## src/rv_pkg.sv

```systemverilog
package rv_pkg;

    localparam int xlen = 32;

    localparam logic [31:0] reset_pc = 32'h0000_0000;

    // ADDI x0, x0, 0
    localparam logic [31:0] nop_instr = 32'h0000_0013;

    // RV32I major opcodes
    typedef enum logic [6:0] {
        op_reg    = 7'b0110011,
        op_imm    = 7'b0010011,
        op_load   = 7'b0000011,
        op_store  = 7'b0100011,
        op_branch = 7'b1100011,
        op_jal    = 7'b1101111,
        op_lui    = 7'b0110111
    } opcode_e;

    typedef enum logic [2:0] {
        alu_add,
        alu_sub,
        alu_and,
        alu_or,
        alu_xor,
        alu_slt,
        alu_pass_b
    } alu_op_e;

    // Source of a decode operand
    typedef enum logic [1:0] {
        fwd_rf,
        fwd_ex,
        fwd_mem
    } fwd_sel_e;

endpackage

```

## src/rf32x32.sv

```systemverilog
`timescale 1ns/1ps

module rf32x32 (
    input  logic                    clk,
    input  logic                    rst_n,
    input  logic [4:0]              rs1,
    input  logic [4:0]              rs2,
    input  logic [4:0]              wb_rd,
    input  logic                    wb_we,
    input  logic [rv_pkg::xlen-1:0] wb_data,
    output logic [rv_pkg::xlen-1:0] rf_data1,
    output logic [rv_pkg::xlen-1:0] rf_data2
);

    logic [rv_pkg::xlen-1:0] regs [32];

    always_ff @(posedge clk or negedge rst_n) begin
        if (!rst_n) begin
            for (int i = 0; i < 32; i++) begin
                regs[i] <= '0;
            end
        end else if (wb_we && wb_rd != 5'd0) begin
            regs[wb_rd] <= wb_data;
        end
    end

    // Write-through so decode sees the value retiring this cycle
    assign rf_data1 = (rs1 == 5'd0) ? '0 : (wb_we && wb_rd == rs1) ? wb_data : regs[rs1];
    assign rf_data2 = (rs2 == 5'd0) ? '0 : (wb_we && wb_rd == rs2) ? wb_data : regs[rs2];

endmodule

```

## config.mk

```make
export PLATFORM = sky130hd
export DESIGN_NAME = rf32x32
export DESIGN_NICKNAME = d
export VERILOG_FILES = /design/src/rv_pkg.sv /design/src/rf32x32.sv
export SDC_FILE = /design/constraint.sdc
export NUM_CORES = 2
export LEC_CHECK = 0
export BUFFER_PORTS_ARGS = -buffer_cell sky130_fd_sc_hd__clkbuf_2
export CELL_PAD_IN_SITES_DETAIL_PLACEMENT = 1
export CELL_PAD_IN_SITES_GLOBAL_PLACEMENT = 2
export CORE_MARGIN = 5
export CORE_UTILIZATION = 25
export CTS_CLUSTER_DIAMETER = 200
export DETAILED_ROUTE_END_ITERATION = 16
export PLACE_DENSITY = 0.57
export SETUP_SLACK_MARGIN = 0.4
export SYNTH_ARGS = -nofsm -noshare
export SYNTH_HDL_FRONTEND = slang
export SYNTH_SLANG_ARGS = --single-unit
```

## constraint.sdc

```tcl
create_clock -name clk -period 2.9 [get_ports clk]
set_input_delay 0.58 -clock clk [delete_from_list [all_inputs] [get_ports clk]]
set_output_delay 0.58 -clock clk [all_outputs]
set_load 0.02 [all_outputs]
```

==> results.md <==
* Status: finished with violations
* Failing checks: negative setup slack
* Grt ovf at 0
* WS Path Type: reg2out
* Worst-path cell chain: mux4_2 -> a22o_1 -> a2111oi_4 -> a21oi_1 -> a22o_1 -> buf_12 -> buf_12
* Crit Path Max Fanout at 3
* Vias per std cell at 5.32
* Crit path time final at 3.32 ns
* Core area at 217000 sq um
* Synth unique cells at 53
* Worst Setup Start Kind: flop
* Initial Utilization at 0.251
* DR iter-0 viols at 3037
* Design area at 71800 sq um
* Pwr dens at 659 nW/um^2
* Syn nets at 3723
* Clk root buf: clkbuf_16
* Syn Std Cell Area at 54500 sq um
* Post-layout total power at 0.0474 W
* CP peak stage delay at 0.50 ns
* Clk_lat worst skew at 0.77 ns
* Setup TNS at -17.82 ns
* Final Hold Viols at 0
* Row cnt at 171
* Slowest CP cell: mux4_2
* Clock Pin Slew Worst Setup and Hold Paths at 0.06 ns
* R2R Path End: regs[622]
* Max cap viols at 0
* Cells after synthesis at 3673
* Dpl cell area at 63300 sq um
* Worst slew pin tran at 0.800 ns
* FF+latch count, synth at 1024
* Synth area leaders: dfrtp_1 47%, mux2_2 19%, mux4_2 17%
* Static leakage at 30.9 nW
* Cell family with most CP delay: compound AO/OA/AOI/OAI gates
* CTS max path bufs at 3
* Layout area overhead at 31.7%
* Setup crit end kind: primary output
* Placed wire-length estimate at 146 mm
* Final setup viols at 64
* Final Wtd Congestion at 0.784
* Largest Register: regs
* CTS tree: yes
* Number of synthesized flops with an enable pin at 0
* Critical path depth at 7
* Largest registers: regs x1024
* Layout Nets at 4215
* Syn avg cell area at 14.9 sq um
* Critical Path Start: regs[916]
* Vias at 37900
* Fin. max-slew vios at 0
* DIE AREA at 228000 sq um
* First-pass GRT wire length at 326 mm
* Hold/Removal Path Class: in2reg
* Largest net degree at the start of global routing at 91
* Post-synth top area cell: dfrtp_1
* Synth top area share at 0.470
* 1st-pass router iterations at 6
* Count leader, synth: dfrtp_1
* Vias in the first global route at 41200
* Relative slew slack at 0.465
* Number of synthesis warnings at 0
* Period utilization at 1.14
* FF-to-FF path depth at 2
* Die Ht at 477 microns
* I/O Pins at 114
* Die width at 477 microns
* Fmax at 0.301 GHz
* H-Tree Depth at 4
* Clock buffer count from CTS at 132
* Layout cell share with drive strength beyond 1 at 0.594
* Largest register FFs at 1024
* Post-synth top flop: dfrtp_1
* Max rail drop VDD at 0.593 mV
* Post-route ant nets at 0
* CP Capture Point: rf_data1[20]
* Setup slack, reg-to-reg at 1.98 ns
* CTS sink cnt at 1024
* PortBufs at 113
* Register area share after synthesis at 0.470
* RR Startpoint: regs[622]
* Worst Path Required at 2.32 ns
* Ys async rst share at 1.00
* Initial antenna violation count at 4
* Clk_skew at 0 ns
* Mean routed wirelength per cell at 32.1 microns
* Ant. Diodes at 0
* Worst setup margin at -0.417 ns
* Top cells by count, synth: 1024 x dfrtp_1, 898 x mux2_2, 412 x mux4_2
* Unrepaired setup endpoints after global routing: yes
* Global Route Usage Sum at 0.198
* Crit path buffers/inverters at 2
* Post-route DRC at 0
* Routed WL at 229 mm
* Data arrival time of the worst path at 2.74 ns
[placed cells by master, fill, tap and decap left out, types with 20 or more instances in the layout]
cell type and instances:
dfrtp_1 1024, mux2_2 895, buf_4 431, mux4_2 412, mux2i_1 218, buf_12 186
clkbuf_16 144, mux2_1 97, a22o_1 66, a22oi_1 64, clkbuf_8 60, a21oi_1 48
buf_6 40, o22ai_1 39, clkbuf_2 38, o221ai_1 36, a22oi_2 31, a2111oi_4 28
buf_8 27, a21oi_2 26, buf_16 26, clkbuf_1 20
[area by class of cell]
type | count | area, sq um
fill | 22200 | 145000
inverter | 1 | 3.75
sequential | 1024 | 25600
clock inverter | 45 | 623
tap | 2854 | 3570
timing repair buffer | 794 | 9400
clock buffer | 188 | 3940
multi-input combinational | 2212 | 28700
[metrics by stage]
step / util / setup slack (ns) / hold WS, ns / std cells
after detailed placement: 0.292 / -0.567 / 0.384 / 6726
after CTS: 0.326 / -0.517 / 0.214 / 7076
after global routing: 0.331 / -0.516 / 0.253 / 7118
after floorplan: - / 0.121 / 0.284 / 3673
after global placement: 0.292 / -0.599 / 0.378 / 6726
final: 0.331 / -0.417 / 0.246 / 7118
[power breakdown]
part | total, W | switching, W | internal [W]
Clock | 0.0174 | 0.00685 | 0.0105
Combinational | 0.0109 | 0.00452 | 0.00635
Sequential | 0.0191 | 0.00209 | 0.0170
Total | 0.0474 | 0.0135 | 0.0339
[how the worst min path moves through the flow]
stage / start / end / slack (ns) / cells after the start
final: wb_data[13] / regs[781] / 0.25 / 2
after global routing: wb_data[4] / regs[100] / 0.25 / 2
after CTS: wb_data[13] / regs[781] / 0.21 / 2
after detailed placement: regs[1022] / regs[1022] / 0.38 / 0
after global placement: regs[1009] / regs[1009] / 0.38 / 0
after floorplan: rst_n / regs[0] / 0.28 / 0
[kinds of logic (layout without fill, tap and decap cells)]
logic type,count (synthesis),in the layout,share of synthesized area
xor+xnor,10,10,0.00161
compound gates,466,466,0.0662
buf+inv,438,1028,0.0358
simple gates,101,102,0.00938
flops,1024,1024,0.470
mux,1634,1634,0.417
[metal layers]
layer	vias to the layer above	track usage	wire length [microns]
li1	15400	-	-
met2	947	0.322	109000
met1	21200	0.274	104000
met4	0	0.0609	7580
met5	-	0	0
met3	303	0.0258	8670
[what timing repair did]
| item | 4_1_cts | 5_1_grt |
|---|---|---|
| pin swaps | 106 | 66 |
| hold buffers | 1 | 0 |
| hold endpoints to repair | 19 | 0 |
| endpoints found under the setup margin | 64 | 64 |
| gates cloned | 15 | 5 |
| resized for setup | 312 | 125 |
| setup buffers | 101 | 37 |
Power figures use the tool's default switching activity.
