**src/rv_pkg.sv**
```systemverilog
package rv_pkg;

    localparam int xlen = 32;

    localparam logic [31:0] reset_pc = 32'h0000_0000;

    // ADDI x0, x0, 0
    localparam logic [31:0] nop_instr = 32'h0000_0013;

    // RV32I major opcodes
    typedef enum logic [6:0] {
        op_reg    = 7'b0110011,
        op_imm    = 7'b0010011,
        op_load   = 7'b0000011,
        op_store  = 7'b0100011,
        op_branch = 7'b1100011,
        op_jal    = 7'b1101111,
        op_lui    = 7'b0110111
    } opcode_e;

    typedef enum logic [2:0] {
        alu_add,
        alu_sub,
        alu_and,
        alu_or,
        alu_xor,
        alu_slt,
        alu_pass_b
    } alu_op_e;

    // Source of a decode operand
    typedef enum logic [1:0] {
        fwd_rf,
        fwd_ex,
        fwd_mem
    } fwd_sel_e;

endpackage

```
**src/if_stage.sv**
```systemverilog
`timescale 1ns/1ps

module if_stage (
    input  logic                    clk,
    input  logic                    rst_n,
    input  logic                    freeze,
    input  logic                    stall,
    input  logic                    flush,
    input  logic                    jump,
    input  logic [rv_pkg::xlen-1:0] target,
    input  logic [rv_pkg::xlen-1:0] idt,
    output logic [rv_pkg::xlen-1:0] pc,
    output logic [rv_pkg::xlen-1:0] pc_id,
    output logic [rv_pkg::xlen-1:0] pc4_id,
    output logic [rv_pkg::xlen-1:0] instr_id
);

    logic [rv_pkg::xlen-1:0] pc4;
    logic [rv_pkg::xlen-1:0] next_pc;

    assign pc4     = pc + 32'd4;
    assign next_pc = jump ? target : pc4;

    // A taken jump overrides a load-use hold
    always_ff @(posedge clk or negedge rst_n) begin
        if (!rst_n) begin
            pc <= rv_pkg::reset_pc;
        end else if (!freeze && (jump || !stall)) begin
            pc <= next_pc;
        end
    end

    always_ff @(posedge clk or negedge rst_n) begin
        if (!rst_n) begin
            instr_id <= rv_pkg::nop_instr;
        end else if (!freeze) begin
            if (flush) begin
                instr_id <= rv_pkg::nop_instr;
            end else if (!stall) begin
                instr_id <= idt;
            end
        end
    end

    always_ff @(posedge clk) begin
        if (!freeze && !stall) begin
            pc_id  <= pc;
            pc4_id <= pc4;
        end
    end

endmodule

```
**config.mk**
```make
export PLATFORM = sky130hd
export DESIGN_NAME = if_stage
export DESIGN_NICKNAME = d
export VERILOG_FILES = /design/src/rv_pkg.sv /design/src/if_stage.sv
export SDC_FILE = /design/constraint.sdc
export NUM_CORES = 1
export LEC_CHECK = 0
export BUFFER_PORTS_ARGS = -buffer_cell sky130_fd_sc_hd__buf_2
export CELL_PAD_IN_SITES_DETAIL_PLACEMENT = 2
export CELL_PAD_IN_SITES_GLOBAL_PLACEMENT = 2
export CORE_MARGIN = 3
export CORE_UTILIZATION = 28
export CTS_CLUSTER_SIZE = 8
export DETAILED_ROUTE_END_ITERATION = 7
export HOLD_SLACK_MARGIN = 0.1
export PLACE_DENSITY_LB_ADDON = 0.2
export SYNTH_ARGS = -nofsm -noshare
export SYNTH_HDL_FRONTEND = slang
export SYNTH_SLANG_ARGS = --single-unit
```
**constraint.sdc**
```tcl
create_clock -name clk -period 1.95 [get_ports clk]
set_input_delay 0.2925 -clock clk [delete_from_list [all_inputs] [get_ports clk]]
set_output_delay 0.2925 -clock clk [all_outputs]
set_load 0.01 [all_outputs]
```
==> run metrics <==
CP Max Fanout=5; filler cell count=around 2.1k; EDFF count, synth=62; initial antenna violation count=0; Wirelength per Cell=a little over 20 um; P_leak=about 3.6 nW; final slew viol count=0; flops & latches, synth=126; Core Area=approximately 0.020 mm^2; Synthesis Warnings=0; status=completed; global-route wire length before repair=about 33,000 um; Post-Synth Simple-Gate Area=0.1554; post-route ant nets=0; Max Cap Viol=0; crit path max-delay cell type=or4_1; Chip Height=148.6 um; Compound-Gate Fraction of Synth Area=0.1462; Hold Violations, Final=0; drt initial violations=164; crit share post-route=0.9592; total grt overflow=0; Critical Path RT=2.27 ns; Primary FF master, synth=edfxtp_1; Root Driver=clkbuf_16; CTS tree=built; Post-Syn Nets=between 500 and 600; peak supply drop=approximately 0.00060 V; Worst Skew=between 0.007 and 0.008 ns; Post-Synth Adder-Cell Area=0.002198; Die Span X=148.6 um; Critical Path Start=pc[5]; most common cell after layout, fill and taps aside=buf_2; Tmin final=between 1.5 and 2 ns; worst-skew pair later-pin latency=0.42 ns; layout cells sized above 1=0.4088; CP cell instances=and4_2 -> nand4_4 -> or4_1 -> a211oi_1; Clock Sinks=between 100 and 150; htree depth=4; DRC=0; most frequent cells in the layout=buf_2 (197), edfxtp_1 (62), dfrtp_1 (58), buf_4 (49), dlygate4sd3_1 (32); DRT Pass-1 Iters=4; critical path buffer and inverter count=0; CP peak stage delay=0.55 ns; fin worst setup slack=about 0.08 ns; Cells after Synth=about 480; total power=~0.008 W; largest net degree at the start of global routing=37; XOR/XNOR Fraction of Synth Area=0.04154; setup violators final=0; num rows=51; Hold Startpoint=freeze; Hold/Removal Path Class=in2reg; FFs w/ async S/R, synth=0.5079; CP Launch Type=flop; Layout area overhead=44.18%; largest family of logic cells by synthesized area=simple AND/OR/NAND/NOR gates; nets=between 800 and 900; mux share of post-synthesis cell area=0.003516; Die ar.=0.02208 mm^2; via count=between 5k and 6k; DP Wirelength=approximately 15,000 um; Achievable Freq=534.7 MHz; Yosys cell types=57; Seq/Total Area, Yosys=0.6090; synthesized cell area=around 0.0057 mm^2; r2r worst-path depth=4; clk buf depth=2; Hold EP=instr_id[4]; CP Class=reg2reg; Inserted Clock Buffers=17; WHS=~0.14 ns; Least-Margin Pin Slew=roughly 0.96 ns; Critical Path Sink Type=flop; vias per cell=between 4 and 5; Placement Setup Slack=-0.01911 ns; overall routing resource usage=0.1900; Reg2Reg Launch Point=pc[5]; hold depth=2; GPL Wtd Cong=roughly 0.82; clock-pin transition on the worst setup and hold timing paths=approximately 0.06 ns; Starting Density=0.2887; # IOs=roughly 200; max_slew headroom=0.3608; CP top delay family=simple AND/OR/NAND/NOR gates; r2r endpoint=pc[31]; Buffers on Ports=197; Detailed Route WL=between 20,000 and 25,000 um; P per Cell Area=972.2 mW/mm^2; number of global-route vias before repair=roughly 5.6k; syn avg cell area=~12 um^2; r2r setup slk=between 0.07 and 0.08 ns; Critical Path AT=2.19 ns
==> cell families (layout without fill, tap and decap cells) <==
logic type / count (synthesis) / after routing
buffers and inverters: 54 / 329
AO/OA/AOI/OAI: 113 / 113
other: 0 / 1
multiplexers: 2 / 2
flip-flops: 126 / 126
XOR/XNOR: 27 / 27
adder cells (fa/ha/maj): 1 / 1
AND/OR/NAND/NOR: 153 / 153
==> state kept, by name, summed over array words and instances (netlist names) <==
register,count
pc4_id,30
pc_id,32
pc,32
instr_id,32
==> worst max-delay path by stage <==
stage                      end  slack [ns]  cells past startpoint
detailed placement  pc4_id[30]       -0.02                      5
global placement    pc4_id[30]        0.07                      5
finish                  pc[31]        0.08                      4
CTS                 pc4_id[18]       0.002                      4
floorplan           pc4_id[30]       0.003                      5
global route        pc4_id[19]       -0.03                      4
==> area by class of cell <==
class	count	area [um^2]	area share
flip-flops and latches	126	3471	0.4229
multi-input cells	296	1998	0.2434
diodes	1	2.502	0.0003049
clock buffers	20	500.5	0.06098
repair buffers	282	1754	0.2137
well taps	265	331.6	0.04040
inverters	15	60.06	0.007317
clock inverters	12	90.09	0.01098
==> metrics by stage <==
| stage | utilization | TNS (ns) | instances | cell area [um^2] |
|---|---|---|---|---|
| global placement | 0.3689 | 0 | 950 | 7273 |
| floorplan | - | 0 | 476 | 5724 |
| detailed placement | 0.3689 | -0.01911 | 950 | 7273 |
| global route | 0.4161 | -0.03182 | 1016 | 8205 |
| finish | 0.4163 | 0 | 1017 | 8208 |
| CTS | 0.4151 | 0 | 1014 | 8184 |
==> routing by layer <==
layer,GRT usage,vias to the layer above,share of wire
li1,-,2323,-
met5,0,-,0
met4,0.06051,0,0.016
met3,0.04845,26,0.054
met1,0.2327,2549,0.42
met2,0.3285,141,0.51
==> worst register-to-register path, cell delays in order, from the launching register on <==
cell	delay (ns)
dfrtp_1	0.46
and4_2	0.35
nand4_4	0.15
or4_1	0.55
a211oi_1	0.26
==> synth_stat cells, types with 2 or more instances <==
library cell	instances	area [um^2]
nand4_4	2	42.54
a22o_1	30	262.8
clkbuf_1	19	71.32
xnor2_1	19	166.4
nor3_1	9	45.04
buf_2	9	45.04
nand2_1	27	101.4
a311o_1	7	70.07
a22oi_1	5	37.54
a211o_1	2	17.52
a21oi_1	19	95.09
mux2i_1	2	20.02
o21ai_0	19	95.09
buf_1	4	15.01
o2bb2ai_1	7	61.31
xor2_1	8	70.07
nor4_1	13	81.33
inv_1	14	52.55
or3_1	4	25.02
nand3_1	21	105.1
o211ai_1	7	52.55
dfstp_2	3	78.83
nand3b_1	2	15.01
a2bb2oi_1	4	35.03
buf_4	6	45.04
and4_1	7	61.31
a41o_1	2	20.02
dfrtp_1	61	1526
edfxtp_1	62	1862
nor2_1	27	101.4
and3_1	4	25.02
a21o_1	4	30.03
nor3b_1	12	90.09
nand4_1	12	75.07
==> report_power, final <==
part / switching [W] / internal (W) / leakage, nW
clock: 0.00128 / 0.00188 / 0.299
sequential: 0.000195 / 0.00311 / 1.37
combinational: 0.000863 / 0.000656 / 1.96
==> what timing repair did <==
| item | 4_1_cts | 5_1_grt |
|---|---|---|
| buffers inserted | 0 | 2 |
| hold buffers | 32 | 0 |
| pin swaps | 1 | 1 |
| endpoints found under the hold margin | 52 | 0 |
| setup endpoints to repair | 4 | 8 |
| gates resized for setup | 0 | 4 |
No activity file was read; power rests on OpenSTA's default activity.
