File: src/rv_pkg.sv
package rv_pkg;

    localparam int xlen = 32;

    localparam logic [31:0] reset_pc = 32'h0000_0000;

    // ADDI x0, x0, 0
    localparam logic [31:0] nop_instr = 32'h0000_0013;

    // RV32I major opcodes
    typedef enum logic [6:0] {
        op_reg    = 7'b0110011,
        op_imm    = 7'b0010011,
        op_load   = 7'b0000011,
        op_store  = 7'b0100011,
        op_branch = 7'b1100011,
        op_jal    = 7'b1101111,
        op_lui    = 7'b0110111
    } opcode_e;

    typedef enum logic [2:0] {
        alu_add,
        alu_sub,
        alu_and,
        alu_or,
        alu_xor,
        alu_slt,
        alu_pass_b
    } alu_op_e;

    // Source of a decode operand
    typedef enum logic [1:0] {
        fwd_rf,
        fwd_ex,
        fwd_mem
    } fwd_sel_e;

endpackage

File: src/id_stage.sv
`timescale 1ns/1ps

module id_stage (
    input  logic                    clk,
    input  logic                    rst_n,
    input  logic                    freeze,
    input  logic                    stall,
    input  logic                    flush,
    input  logic [rv_pkg::xlen-1:0] pc_id,
    input  logic [rv_pkg::xlen-1:0] pc4_id,
    input  logic [rv_pkg::xlen-1:0] instr_id,
    output logic [4:0]              rs1,
    output logic [4:0]              rs2,
    input  logic [rv_pkg::xlen-1:0] rf_data1,
    input  logic [rv_pkg::xlen-1:0] rf_data2,
    input  rv_pkg::fwd_sel_e        fwd1,
    input  rv_pkg::fwd_sel_e        fwd2,
    input  logic [rv_pkg::xlen-1:0] ex_result,
    input  logic [rv_pkg::xlen-1:0] mem_result,
    output rv_pkg::opcode_e         opcode_ex,
    output rv_pkg::alu_op_e         alu_op_ex,
    output logic [2:0]              funct3_ex,
    output logic [4:0]              rd_ex,
    output logic                    reg_write_ex,
    output logic [rv_pkg::xlen-1:0] op_a_ex,
    output logic [rv_pkg::xlen-1:0] op_b_ex,
    output logic [rv_pkg::xlen-1:0] store_data_ex,
    output logic [rv_pkg::xlen-1:0] imm_ex,
    output logic [rv_pkg::xlen-1:0] pc_ex,
    output logic [rv_pkg::xlen-1:0] pc4_ex,
    output logic                    use_imm_ex
);

    rv_pkg::opcode_e         opcode;
    rv_pkg::alu_op_e         alu_f3;
    rv_pkg::alu_op_e         alu_op;
    logic                    reg_write;
    logic                    use_imm;
    logic [rv_pkg::xlen-1:0] imm;
    logic [rv_pkg::xlen-1:0] op_a;
    logic [rv_pkg::xlen-1:0] op_b;

    function automatic logic [31:0] pick(input rv_pkg::fwd_sel_e sel, input logic [31:0] rf_val,
                                         input logic [31:0] ex_val, input logic [31:0] mem_val);
        case (sel)
            rv_pkg::fwd_ex:  return ex_val;
            rv_pkg::fwd_mem: return mem_val;
            default:         return rf_val;
        endcase
    endfunction

    assign opcode = rv_pkg::opcode_e'(instr_id[6:0]);
    assign rs1    = instr_id[19:15];
    assign rs2    = instr_id[24:20];
    assign op_a   = pick(fwd1, rf_data1, ex_result, mem_result);
    assign op_b   = pick(fwd2, rf_data2, ex_result, mem_result);

    always_comb begin
        case (instr_id[14:12])
            3'b010:  alu_f3 = rv_pkg::alu_slt;
            3'b100:  alu_f3 = rv_pkg::alu_xor;
            3'b110:  alu_f3 = rv_pkg::alu_or;
            3'b111:  alu_f3 = rv_pkg::alu_and;
            default: alu_f3 = rv_pkg::alu_add;
        endcase
    end

    always_comb begin
        alu_op    = rv_pkg::alu_add;
        reg_write = 1'b0;
        use_imm   = 1'b0;
        imm       = {{20{instr_id[31]}}, instr_id[31:20]};
        case (opcode)
            rv_pkg::op_reg: begin
                reg_write = 1'b1;
                // funct7 bit 30 selects SUB
                alu_op = (instr_id[14:12] == 3'b000 && instr_id[30]) ? rv_pkg::alu_sub : alu_f3;
            end
            rv_pkg::op_imm: begin
                reg_write = 1'b1;
                use_imm   = 1'b1;
                alu_op    = alu_f3;
            end
            rv_pkg::op_load: begin
                reg_write = 1'b1;
                use_imm   = 1'b1;
            end
            rv_pkg::op_store: begin
                use_imm = 1'b1;
                imm     = {{20{instr_id[31]}}, instr_id[31:25], instr_id[11:7]};
            end
            rv_pkg::op_branch: begin
                imm = {{19{instr_id[31]}}, instr_id[31], instr_id[7], instr_id[30:25],
                       instr_id[11:8], 1'b0};
            end
            rv_pkg::op_jal: begin
                reg_write = 1'b1;
                imm = {{11{instr_id[31]}}, instr_id[31], instr_id[19:12], instr_id[20],
                       instr_id[30:21], 1'b0};
            end
            rv_pkg::op_lui: begin
                reg_write = 1'b1;
                use_imm   = 1'b1;
                alu_op    = rv_pkg::alu_pass_b;
                imm       = {instr_id[31:12], 12'd0};
            end
            default: ;
        endcase
    end

    // Bubble in ID/EX is an ADDI that writes nothing
    always_ff @(posedge clk or negedge rst_n) begin
        if (!rst_n) begin
            opcode_ex    <= rv_pkg::op_imm;
            rd_ex        <= 5'd0;
            reg_write_ex <= 1'b0;
        end else if (!freeze) begin
            if (stall || flush) begin
                opcode_ex    <= rv_pkg::op_imm;
                rd_ex        <= 5'd0;
                reg_write_ex <= 1'b0;
            end else begin
                opcode_ex    <= opcode;
                rd_ex        <= instr_id[11:7];
                reg_write_ex <= reg_write;
            end
        end
    end

    always_ff @(posedge clk) begin
        if (!freeze) begin
            alu_op_ex     <= alu_op;
            funct3_ex     <= instr_id[14:12];
            op_a_ex       <= op_a;
            op_b_ex       <= op_b;
            store_data_ex <= op_b;
            imm_ex        <= imm;
            pc_ex         <= pc_id;
            pc4_ex        <= pc4_id;
            use_imm_ex    <= use_imm;
        end
    end

endmodule

File: config.mk
export PLATFORM = sky130hd
export DESIGN_NAME = id_stage
export DESIGN_NICKNAME = d
export VERILOG_FILES = /design/src/rv_pkg.sv /design/src/id_stage.sv
export SDC_FILE = /design/constraint.sdc
export NUM_CORES = 1
export LEC_CHECK = 0
export ABC_AREA = 1
export ABC_CLOCK_PERIOD_IN_PS = 1010
export BUFFER_PORTS_ARGS = -buffer_cell sky130_fd_sc_hd__buf_2
export CAP_MARGIN = 30
export CORE_AREA = 2 2 175 177
export CTS_CLUSTER_DIAMETER = 100
export CTS_CLUSTER_SIZE = 16
export DETAILED_ROUTE_END_ITERATION = 10
export DIE_AREA = 0 0 177 179
export HOLD_SLACK_MARGIN = 0.1
export REMOVE_ABC_BUFFERS = 1
export SLEW_MARGIN = 10
export SYNTH_ARGS = -nofsm -noshare
export SYNTH_HDL_FRONTEND = slang
export SYNTH_SLANG_ARGS = --single-unit
File: constraint.sdc
create_clock -name clk -period 1.01 [get_ports clk]
set_input_delay 0.1515 -clock clk [delete_from_list [all_inputs] [get_ports clk]]
set_output_delay 0.1515 -clock clk [all_outputs]
set_load 0.03 [all_outputs]
==> flow_summary.json <==
{
  "final-instance-count-excl-fill": 1728,
  "status": "finished with violations",
  "tns_ns": -29.70,
  "synth.cell_area_um2": 7637,
  "setup.worst_path.end_class": "output pin",
  "worst-path-buf-inv": 1,
  "clkLatencyLatePin_ns": 0.42,
  "met3_length_um": 2356,
  "synth.yosys.seq_area_share_pct": 69.97,
  "route.met2.wl_um": 16850,
  "setup_ws_ns": -0.2716,
  "leakage_nw": 6.382,
  "route.top_layer_used": "met4",
  "clock_skew_ns": 0,
  "power_density_of_the_placed_cells_nw_per_um2": 1531,
  "synth.largest_area_cell": "sky130_fd_sc_hd__edfxtp_1",
  "critPathArrivalTime_ns": 1.13,
  "cp_cell_sequence": "buf_6",
  "global_route.usage.total_pct": 19.34,
  "cts_buffer_depth": 2,
  "synth_largest_type_area_fraction_pct": 65.66,
  "grt_antenna_before_repair": 1,
  "timing.hold.worst.class": "input port to flop",
  "post_drt_wl_per_cell_um": 18.64,
  "design.die.area_um2": 31680,
  "placed_cells_incl_taps": 1501,
  "top_level_ports": 455,
  "worst-slew-pin-transition_ns": 0.3302,
  "postSynthAreaPerCell_um2": 11.77,
  "detailedRoute.firstPassIterationCount": 5,
  "via_count": 7836,
  "ys.warnings.count": 0,
  "cp-start-kind": "flop",
  "hold_viol_final": 0,
  "antenna_violating_nets_post_route": 0,
  "dieHeight_um": 179,
  "nets": 1555,
  "synthesis.instances": 649,
  "cts_inserted_buffers": 17,
  "finalCriticalPeriod_ns": 1.282,
  "ys_types": 28,
  "maxClockFrequency_mhz": 780.3,
  "path_delay_family": "flip-flops",
  "final.period_utilization_pct": 126.9,
  "clock_tree.root_cell": "sky130_fd_sc_hd__clkbuf_16",
  "critical_path_class": "flop to output pin",
  "ys_top_cells_by_area": "sky130_fd_sc_hd__edfxtp_1, sky130_fd_sc_hd__a21oi_1, sky130_fd_sc_hd__nand2_1",
  "required_ns": 0.86,
  "vias_per_cell": 4.535,
  "placement.cell_area_um2": 10710,
  "drc_errors": 0,
  "num_rows": 64,
  "slew_viol_final": 0,
  "post-route-cell-area_um2": 14540,
  "slowest_stage": "sky130_fd_sc_hd__edfxtp_1",
  "place_congestion": 0.9721,
  "h_tree_lvls": 4,
  "drive_above_1_share_pct": 43.80,
  "via_count_of_the_first_global_routing_pass": 8005,
  "final_core_util_pct": 48.43,
  "max-cap-violations": 0,
  "rsz0062_at_grt": "yes",
  "detail_route.wirelength_um": 32210,
  "first_pass_grt_wire_length_um": 45710,
  "floorplan.initialDensity_pct": 25.43,
  "area.growth.synth_to_final_pct": 90.40,
  "routedLengthMet1_um": 11890,
  "io_buffers": 454,
  "globalRouteOverflowTotal": 0,
  "failed_checks": "negative setup slack",
  "cts.clk_slew.worst_paths_ns": 0.07,
  "slew_headroom_pct": 77.99,
  "core_um2": 30030,
  "place_hpwl_um": 21890,
  "largest_net_degree_at_the_start_of_global_routing": 33,
  "worst-path-max-fanout": 2,
  "initialDrtViolationCount": 452,
  "filler_cell_count": 2581,
  "postSynthRegisterBits": 180,
  "cts_tree": "yes",
  "worst_ir_drop_vdd_uv": 1022,
  "cts_sinks": 180,
  "critPathMaxStageDelay_ns": 0.51,
  "fp.dieW_um": 177,
  "setup_violations": 213,
  "hold_ws_ns": 0.1223
}
[logic make-up after synthesis]
family / Yosys count / share of synthesized area [%]
adder cells (fa/ha/maj): 4 / 0.6553
AO/OA/AOI/OAI: 152 / 10.71
buffers and inverters: 94 / 7.012
flip-flops: 180 / 69.97
AND/OR/NAND/NOR: 219 / 11.65
[cell usage after synthesis, drive strengths merged]
cell type	count
o31ai	1
a22o	5
ha	4
nor3	1
inv	23
dfrtp	10
o211ai	1
nand3b	1
o21ai	13
nand3	8
edfxtp	167
buf	52
dfstp	3
clkbuf	19
nor2	80
a21oi	130
nand2	124
o22a	2
nand4	5
[path summary, 6_finish.rpt]
kind                              startpoint                 to  slack, ns  depth (start not counted)
max reg2reg                     opcode_ex[6]       opcode_ex[6]       0.21                          3
min reg2reg                     reg_write_ex       reg_write_ex       0.52                          2
min                           mem_result[28]  store_data_ex[28]       0.12                          3
max                        store_data_ex[17]  store_data_ex[17]      -0.27                          1
min in group asynchronous              rst_n           rd_ex[1]       0.16                          2
max in group asynchronous              rst_n       opcode_ex[4]       0.56                          2
[final cells by class]
cell class,count,area [um2],share of cell area [%]
antenna,1,2.502,0.01721
sequential,180,5344,36.75
multi-input combinational,375,1762,12.11
clock buffer,18,429.2,2.951
inverter,23,91.34,0.6281
tap,396,495.5,3.407
clock inverter,14,127.6,0.8776
timing repair buffer,721,6290,43.25
[stage by stage]
stage	worst slack, ns	power, W
6_report	-0.2716	0.02226
3_5_place_dp	-0.3902	0.01410
3_3_place_gp	-0.3879	0.01407
5_1_grt	-0.3248	0.02309
2_1_floorplan	-3.583	0.01190
4_1_cts	-0.3195	0.02229
[what timing repair did]
action | CTS | global route
setup buffers | 0 | 1
cloned | 0 | 0
resized for setup | 424 | 3
hold endpoints to repair | 173 | 1
hold buffers | 192 | 1
pin swaps | 0 | 0
endpoints found under the setup margin | 212 | 215
[state kept, by name, summed over array words and instances (netlist names)]
register,flops
imm_ex,32
op_a_ex,32
pc4_ex,32
pc_ex,32
store_data_ex,32
opcode_ex,7
rd_ex,5
alu_op_ex,3
funct3_ex,3
reg_write_ex,1
use_imm_ex,1
[power by group]
group          internal, W  switching (W)  total [W]  leakage, nW
Combinational      0.00290        0.00342    0.00632         4.31
Clock              0.00344        0.00302    0.00646        0.272
Sequential         0.00899       0.000495    0.00948         1.80
[per-layer routing]
| metal | vias to the layer above | track usage [%] |
|---|---|---|
| met1 | 3710 | 21.75 |
| met4 | 0 | 8.230 |
| met5 | - | 0 |
| met2 | 455 | 35.07 |
| met3 | 94 | 4.389 |
| li1 | 3577 | - |
[placed cells by master, fill, tap and decap left out, types with 2 or more instances in the layout]
cell / n
sky130_fd_sc_hd__a21oi_1: 129
sky130_fd_sc_hd__a22o_1: 5
sky130_fd_sc_hd__buf_12: 16
sky130_fd_sc_hd__buf_2: 242
sky130_fd_sc_hd__buf_4: 57
sky130_fd_sc_hd__buf_6: 213
sky130_fd_sc_hd__clkbuf_16: 17
sky130_fd_sc_hd__clkinv_1: 2
sky130_fd_sc_hd__clkinv_2: 2
sky130_fd_sc_hd__clkinv_4: 3
sky130_fd_sc_hd__dfrtp_1: 10
sky130_fd_sc_hd__dfstp_2: 3
sky130_fd_sc_hd__dlygate4sd3_1: 193
sky130_fd_sc_hd__edfxtp_1: 167
sky130_fd_sc_hd__ha_1: 4
sky130_fd_sc_hd__inv_1: 18
sky130_fd_sc_hd__inv_2: 4
sky130_fd_sc_hd__inv_6: 5
sky130_fd_sc_hd__nand2_1: 119
sky130_fd_sc_hd__nand2_2: 4
sky130_fd_sc_hd__nand3_1: 6
sky130_fd_sc_hd__nand3_2: 2
sky130_fd_sc_hd__nand4_1: 5
sky130_fd_sc_hd__nor2_1: 77
sky130_fd_sc_hd__nor2_2: 2
sky130_fd_sc_hd__o21ai_0: 6
sky130_fd_sc_hd__o21ai_2: 7
sky130_fd_sc_hd__o22a_1: 2
Note: power is estimated with default switching activity, not from simulation.
