===== src/rv_pkg.sv =====
package rv_pkg;

    localparam int xlen = 32;

    localparam logic [31:0] reset_pc = 32'h0000_0000;

    // ADDI x0, x0, 0
    localparam logic [31:0] nop_instr = 32'h0000_0013;

    // RV32I major opcodes
    typedef enum logic [6:0] {
        op_reg    = 7'b0110011,
        op_imm    = 7'b0010011,
        op_load   = 7'b0000011,
        op_store  = 7'b0100011,
        op_branch = 7'b1100011,
        op_jal    = 7'b1101111,
        op_lui    = 7'b0110111
    } opcode_e;

    typedef enum logic [2:0] {
        alu_add,
        alu_sub,
        alu_and,
        alu_or,
        alu_xor,
        alu_slt,
        alu_pass_b
    } alu_op_e;

    // Source of a decode operand
    typedef enum logic [1:0] {
        fwd_rf,
        fwd_ex,
        fwd_mem
    } fwd_sel_e;

endpackage


===== src/mem_stage.sv =====
`timescale 1ns/1ps

module mem_stage (
    input  logic                    clk,
    input  logic                    rst_n,
    input  logic                    freeze,
    input  rv_pkg::opcode_e         opcode_mem,
    input  logic [rv_pkg::xlen-1:0] alu_result_mem,
    input  logic [rv_pkg::xlen-1:0] store_data_mem,
    input  logic [4:0]              rd_mem,
    input  logic                    reg_write_mem,
    input  logic [rv_pkg::xlen-1:0] pc4_mem,
    input  logic [rv_pkg::xlen-1:0] ddt_in,
    output logic                    mreq,
    output logic                    write,
    output logic [rv_pkg::xlen-1:0] dad,
    output logic [rv_pkg::xlen-1:0] store_data,
    output logic [rv_pkg::xlen-1:0] mem_result,
    output logic [4:0]              wb_rd,
    output logic                    wb_we,
    output logic [rv_pkg::xlen-1:0] wb_data
);

    logic is_load;
    logic wb_we_q;

    assign is_load    = opcode_mem == rv_pkg::op_load;
    assign write      = opcode_mem == rv_pkg::op_store;
    assign mreq       = is_load || write;
    assign dad        = alu_result_mem;
    assign store_data = store_data_mem;

    always_comb begin
        if (is_load) begin
            mem_result = ddt_in;
        end else if (opcode_mem == rv_pkg::op_jal) begin
            mem_result = pc4_mem;
        end else begin
            mem_result = alu_result_mem;
        end
    end

    always_ff @(posedge clk or negedge rst_n) begin
        if (!rst_n) begin
            wb_rd   <= 5'd0;
            wb_we_q <= 1'b0;
        end else if (!freeze) begin
            wb_rd   <= rd_mem;
            wb_we_q <= reg_write_mem;
        end
    end

    always_ff @(posedge clk) begin
        if (!freeze) begin
            wb_data <= mem_result;
        end
    end

    // Retire only on the edge that ends the freeze
    assign wb_we = wb_we_q && !freeze;

endmodule


===== config.mk =====
export PLATFORM = sky130hd
export DESIGN_NAME = mem_stage
export DESIGN_NICKNAME = d
export VERILOG_FILES = /design/src/rv_pkg.sv /design/src/mem_stage.sv
export SDC_FILE = /design/constraint.sdc
export NUM_CORES = 1
export LEC_CHECK = 0
export BUFFER_PORTS_ARGS = -buffer_cell sky130_fd_sc_hd__buf_4
export CAP_MARGIN = 20
export CORE_AREA = 2 2 109 111
export CTS_BUF_LIST = sky130_fd_sc_hd__clkbuf_2 sky130_fd_sc_hd__clkbuf_4 sky130_fd_sc_hd__clkbuf_8
export CTS_CLUSTER_DIAMETER = 120
export CTS_CLUSTER_SIZE = 12
export DETAILED_ROUTE_END_ITERATION = 10
export DIE_AREA = 0 0 111 113
export MAX_ROUTING_LAYER = met4
export PLACE_DENSITY_LB_ADDON = 0.1
export SLEW_MARGIN = 20
export SYNTH_ARGS = -nofsm -noshare
export SYNTH_HDL_FRONTEND = slang
export SYNTH_SLANG_ARGS = --single-unit

===== constraint.sdc =====
create_clock -name clk -period 1.8 [get_ports clk]
set_input_delay 0.09 -clock clk [delete_from_list [all_inputs] [get_ports clk]]
set_output_delay 0.09 -clock clk [all_outputs]
set_load 0.1 [all_outputs]

==> results.cfg, run 1 <==
[pwr]
power.internal_w = 0.001890
seq_power_share = 0.289
finalPower_w = 0.003667
ir_worst_vdd_mv = 0.4883
power-per-cell-area_mw_per_mm2 = 811.2
combPwrFrac = 0.503
switching_share = 0.4847
p_leak_nw = 1.779
clock_power_share = 0.208
power.switching_w = 0.001777

[yosys]
yosysTopAreaCell = edfxtp_1
yosysWarningCount = 0
synth_area_leaders = edfxtp_1 (37%), buf_4 (18%), a31oi_1 (7.7%), nand4_1 (7.7%), nor3_1 (6.2%)
syn-cell-area_mm2 = 0.002601
ys_seq_elements = 38
synth_cells = 278
syn_avg_cell_area_um2 = 9.357
yosysTopAreaCellShare = 0.3694
syn-num-nets = 422
yosysSeqAreaShare = 0.4271
ys_types = 22

[critical_path]
cp.required_ps = 1710
crit_fanout = 9
ff2ff_path_depth = 1
end_kind = primary output
rr_startpoint = wb_rd[2]
r2r_setup_slack_ps = 1030
worstPathArrival_ps = 1610
regToRegEndpoint = wb_rd[2]
setup.worst_path.start_class = input pin
critPathKind = in -> out

[clock_tree]
htreeDepth = 2
cts_resized = 0
cts_tree = built
clockBufferDepth = 2
cts_made_buffers = 5
clkLatencyLatePin_ps = 300
cts_root_buf = clkbuf_8
clk_pin_slew_ps = 80
cts.sinks = 38

[routing]
num_vias = 2726
wl_per_cell_um = 19.89
post-route-drc-count = 0
wl_um = 11220
drtIter0Drc = 122
dr.pass1.iters = 4
drt-vias-per-instance = 4.833
ant_nets = 0

[timing]
period_minus_slack_ps = 1695
hold_violations = 0
worst_hold_slack_ps = 17.78
post-route-period-util = 0.9417
clock-skew-final_ps = 0
rsz0062_at_grt = false
slew_violations = 0
setup_viol = 0
tightest_slew_ps = 485.6
fmax_ghz = 0.5899
relSlewSlack = 0.6763

[layout]
multi_input_area_mm2 = 0.001351
stdcell_count = 564
fin_area_mm2 = 0.004521
final-seq-area_mm2 = 0.001111
drive_above_1_share = 0.6627
diodes = 0
fillers = 1142
syn2layout_area_growth_pct = 73.79
finalNetCount = 564

[job]
drv_cap = 0

[place]
place_hpwl_um = 8243
place_area_mm2 = 0.004402
gp_congestion = 0.7597
place_inst = 555
io_buffers = 215

[worst_hold_path]
holdCritStartpoint = rd_mem[4]
hold_end = wb_rd[4]
min_path_cells = 2
min_path_type = in -> reg

[die]
die_y_um = 113
die-area_mm2 = 0.01254
start_util = 0.2308
die_w_um = 111
ios = 280
coreArea_mm2 = 0.01127
rows = 39

[run_status]
status = complete, no violations

[global_routing]
grt_pass1_vias = 2783
grt_overflow_total = 0
grt_usage = 0.1757
grt_start_max_net_pins = 35
antenna_found_initial = 0
grt_pass1_wl_um = 16470
-- placed cells by master (no fill, tap or decap), types with 2 or more instances in the layout --
master,instances
buf_4,226
clkbuf_8,5
nand4_1,32
edfxtp_1,32
mux2_2,6
dfrtp_1,6
nor3_1,32
clkinv_2,2
o21ai_0,32
buf_12,3
a31oi_4,32
-- synth_stat cells --
cell type / count
buf_4: 64
a31oi_1: 32
edfxtp_1: 32
nand4_1: 32
nor3_1: 32
o21ai_0: 32
clkbuf_1: 25
dfrtp_1: 6
mux2_2: 6
buf_6: 4
buf_2: 2
a21oi_1: 1
and2_1: 1
and4b_1: 1
inv_1: 1
nand3_1: 1
nand4b_1: 1
nand4bb_1: 1
nor2_1: 1
nor2b_1: 1
or2_1: 1
or3_1: 1
-- repair_timing --
item,in CTS,in global routing
setup buffers,0,0
endpoints found under the setup margin,0,0
hold buffers,1,0
endpoints found under the hold margin,6,0
-- cells by family (layout without fill, tap and decap cells) --
family / Yosys count / count (layout) / share of synthesized area
compound gates: 65 / 65 / 0.1404
flops: 38 / 38 / 0.4271
buf+inv: 96 / 239 / 0.2434
simple gates: 73 / 73 / 0.1631
mux: 6 / 6 / 0.02597
-- registers in the layout, summed over array words and instances (netlist names) --
signal   count
wb_we_q      1
wb_rd        5
wb_data     32
-- worst max-delay path: stages --
cell and delay [ps]:
buf_4 110, or3_1 390, or2_4 300, buf_4 230
a31oi_4 160, buf_4 320
-- metal layers --
metal,track usage,share of wire,wire (µm)
met1,0.1975,0.38,4256
met2,0.3149,0.53,5902
met3,0.02946,0.073,817
met4,0.06500,0.022,243
met5,-,0,0
-- final cells by class --
class,instances,area share
Sequential cell,38,0.2458
Multi-Input combinational cell,144,0.2989
Clock inverter,3,0.008857
Clock buffer,5,0.01522
Tap cell,143,0.03958
Inverter,1,0.0008303
Timing Repair Buffer,230,0.3908
-- through the flow --
stage	setup WS (ps)	TNS (ps)	utilization
after global routing	39.35	0	0.4010
after floorplan	-311.9	-11650	-
final	104.9	0	0.4010
after detailed placement	102.2	0	0.3905
after global placement	113.5	0	0.3905
after CTS	99.38	0	0.4010
-- how the worst max path moves through the flow --
stage | start | end | slack (ps) | depth (start not counted)
2_1_floorplan | opcode_mem[3] | wb_data[1] | -310 | 7
3_3_place_gp | opcode_mem[3] | mem_result[16] | 110 | 7
3_5_place_dp | opcode_mem[6] | mem_result[20] | 100 | 6
4_1_cts | opcode_mem[6] | mem_result[20] | 100 | 6
5_1_grt | opcode_mem[3] | mem_result[9] | 40 | 7
6_report | opcode_mem[6] | mem_result[13] | 100 | 6
-- power by group through the flow --
| stage | clock (W) | sequential (W) | combinational, W |
|---|---|---|---|
| after floorplan | 0 | 0.00161 | 0.00121 |
| after global placement | 0 | 0.00108 | 0.00185 |
| after detailed placement | 0 | 0.00108 | 0.00185 |
| after CTS | 0.000787 | 0.00106 | 0.00186 |
| after global routing | 0.000813 | 0.00107 | 0.00189 |
| final | 0.000761 | 0.00106 | 0.00184 |
No activity file was read; power rests on OpenSTA's default activity.
==> inputs of run 2 (changes only) <==
--- a/config.mk
+++ b/config.mk
@@ -5,7 +5,6 @@
 export SDC_FILE = /design/constraint.sdc
 export NUM_CORES = 1
 export LEC_CHECK = 0
-export BUFFER_PORTS_ARGS = -buffer_cell sky130_fd_sc_hd__buf_4
 export CAP_MARGIN = 20
 export CORE_AREA = 2 2 109 111
 export CTS_BUF_LIST = sky130_fd_sc_hd__clkbuf_2 sky130_fd_sc_hd__clkbuf_4 sky130_fd_sc_hd__clkbuf_8
@@ -13,7 +12,7 @@
 export CTS_CLUSTER_SIZE = 12
 export DETAILED_ROUTE_END_ITERATION = 10
 export DIE_AREA = 0 0 111 113
-export MAX_ROUTING_LAYER = met4
+export DONT_BUFFER_PORTS = 1
 export PLACE_DENSITY_LB_ADDON = 0.1
 export SLEW_MARGIN = 20
 export SYNTH_ARGS = -nofsm -noshare
==> run 2 against run 1 <==
Power is 5.3% lower. Cell count is 24% lower. Sequential share of layout area is 3.0 points higher. Combinational power is 21% lower. Routed wire length is 6.1% lower. Critical endpoint is now mem_result[17]. Clock power is 25% higher.
==> results.cfg, run 2 (same netlist as run 1, synthesis figures left out) <==
[critical_path]
slowest_stage = or3_1
r2r_setup_slack_ps = 480
cp.required_ps = 1710
rr_startpoint = wb_rd[0]
crit_fanout = 9
setup.worst_path.start_class = input pin
path_cells = or3_1 > or2_4 > buf_4 > a31oi_4 > buf_12
ff2ff_path_depth = 2
worstPathArrival_ps = 1450
end_kind = primary output
slowest_delay_ps = 420
critPathKind = in -> out
regToRegEndpoint = wb_rd[0]

[layout]
stdcell_count = 430
top_register = wb_data
largest_reg_flops = 32
finalNetCount = 430
drive_above_1_share = 0.4669
final_common_cell = buf_4
diodes = 0
final_cell_mix = buf_4 (44), buf_12 (39)
top_regs = wb_data (32), wb_rd (5), wb_we_q (1)
syn2layout_area_growth_pct = 54.98

[timing]
setup_viol = 0
relSlewSlack = 0.6709
rsz0062_at_grt = false
fmax_ghz = 0.6479
hold_violations = 0
clock-skew-final_ps = 0
tightest_slew_ps = 493.6
slew_violations = 0
post-route-period-util = 0.8575
period_minus_slack_ps = 1543
setup_ws_ps = 256.5

[pwr]
clock_power_share = 0.275
combPwrFrac = 0.419
p_leak_nw = 1.305
power.switching_w = 0.001460
switching_share = 0.4206
seq_power_share = 0.305
ir_worst_vdd_mv = 0.4265
power.internal_w = 0.002011
power-per-cell-area_mw_per_mm2 = 861.0
finalPower_w = 0.003471

[worst_hold_path]
min_path_type = in -> async

[die]
die_y_um = 113
die_w_um = 111
coreArea_mm2 = 0.01127
start_util = 0.2308
rows = 39
die-area_mm2 = 0.01254
ios = 280

[run_status]
status = complete, no violations

[job]
drv_cap = 0

[clock_tree]
cts_root_buf = clkbuf_8
cts_made_buffers = 5
cts.sinks = 38
clk_pin_slew_ps = 90
clkLatencyLatePin_ps = 300
cts_resized = 0
cts_setup_buffers = 0
cts_tree = built
htreeDepth = 2
clockBufferDepth = 2

[routing]
drtIter0Drc = 143
num_vias = 2321
ant_nets = 0
post-route-drc-count = 0
wl_per_cell_um = 24.49
dr.pass1.iters = 4
drt-vias-per-instance = 5.398
wl_um = 10530

[global_routing]
grt_usage = 0.1599
antenna_found_initial = 0
grt_pass1_wl_um = 15110
grt_start_max_net_pins = 35
grt_overflow_total = 0
grt_pass1_vias = 2430

[place]
place_inst = 409
io_buffers = 0
place_hpwl_um = 7619
gp_congestion = 0.7578
dp_slack_ps = 251.0
[run 2: changes by cell type in the layout (fill, tap and decap cells not counted), sizes merged]
| cell | previous run | this run |
|---|---|---|
| dlygate4sd3 | 1 | 13 |
| clkinv | 2 | 0 |
| buf | 229 | 83 |
| clkbuf | 5 | 6 |
| bufinv | 1 | 2 |
[run 2: through the flow]
step                      area [µm²]  utilization  TNS [ps]  hold WS [ps]
final                           4031       0.3576         0         90.19
after global routing            4031       0.3576         0         101.4
after CTS                       4031       0.3576         0         93.88
after detailed placement        3759       0.3334         0        -205.4
after global placement          3759       0.3334         0        -205.4
after floorplan                 3113            -    -11650        -205.6
[run 2: power by group through the flow]
stage	clock, W	sequential (W)	combinational [W]
floorplan	0	0.00161	0.00121
global placement	0	0.00108	0.00143
detailed placement	0	0.00108	0.00143
CTS	0.000983	0.00106	0.00147
global route	0.00100	0.00107	0.00149
finish	0.000955	0.00106	0.00146
[run 2: cell type report]
type                       instances  area (µm²)
multi-input combinational        144        1354
timing repair buffer              96        1241
tap                              143       178.9
sequential                        38        1111
fill                            1120        7241
clock inverter                     2       60.06
clock buffer                       6       82.58
inverter                           1       3.754
[run 2: critical path: cells and delay by family]
kind / cells / cell delay, ps
and+or+nand+nor: 2 / 730
AOI/OAI and AO/OA: 1 / 200
buffers and inverters: 2 / 430
[run 2: how the worst max path moves through the flow]
stage               slack (ps)        endpoint          start  depth (start not counted)
floorplan                 -310      wb_data[1]  opcode_mem[3]                          7
global placement           270  mem_result[20]  opcode_mem[6]                          5
detailed placement         250  mem_result[17]  opcode_mem[6]                          5
CTS                        250  mem_result[17]  opcode_mem[6]                          5
global route               220  mem_result[17]  opcode_mem[6]                          5
finish                     260  mem_result[17]  opcode_mem[6]                          5
[run 2: metal layers]
layer	global-route usage	share of wire	up-vias
met2	0.3108	0.55	155
met1	0.1663	0.36	1138
met3	0.02946	0.066	30
met5	0	0	-
li1	-	-	998
met4	0.07333	0.029	0
[run 2: what timing repair did]
action / CTS / global route
hold endpoints to repair: 12 / 0
endpoints found under the setup margin: 0 / 0
hold buffers: 13 / 0
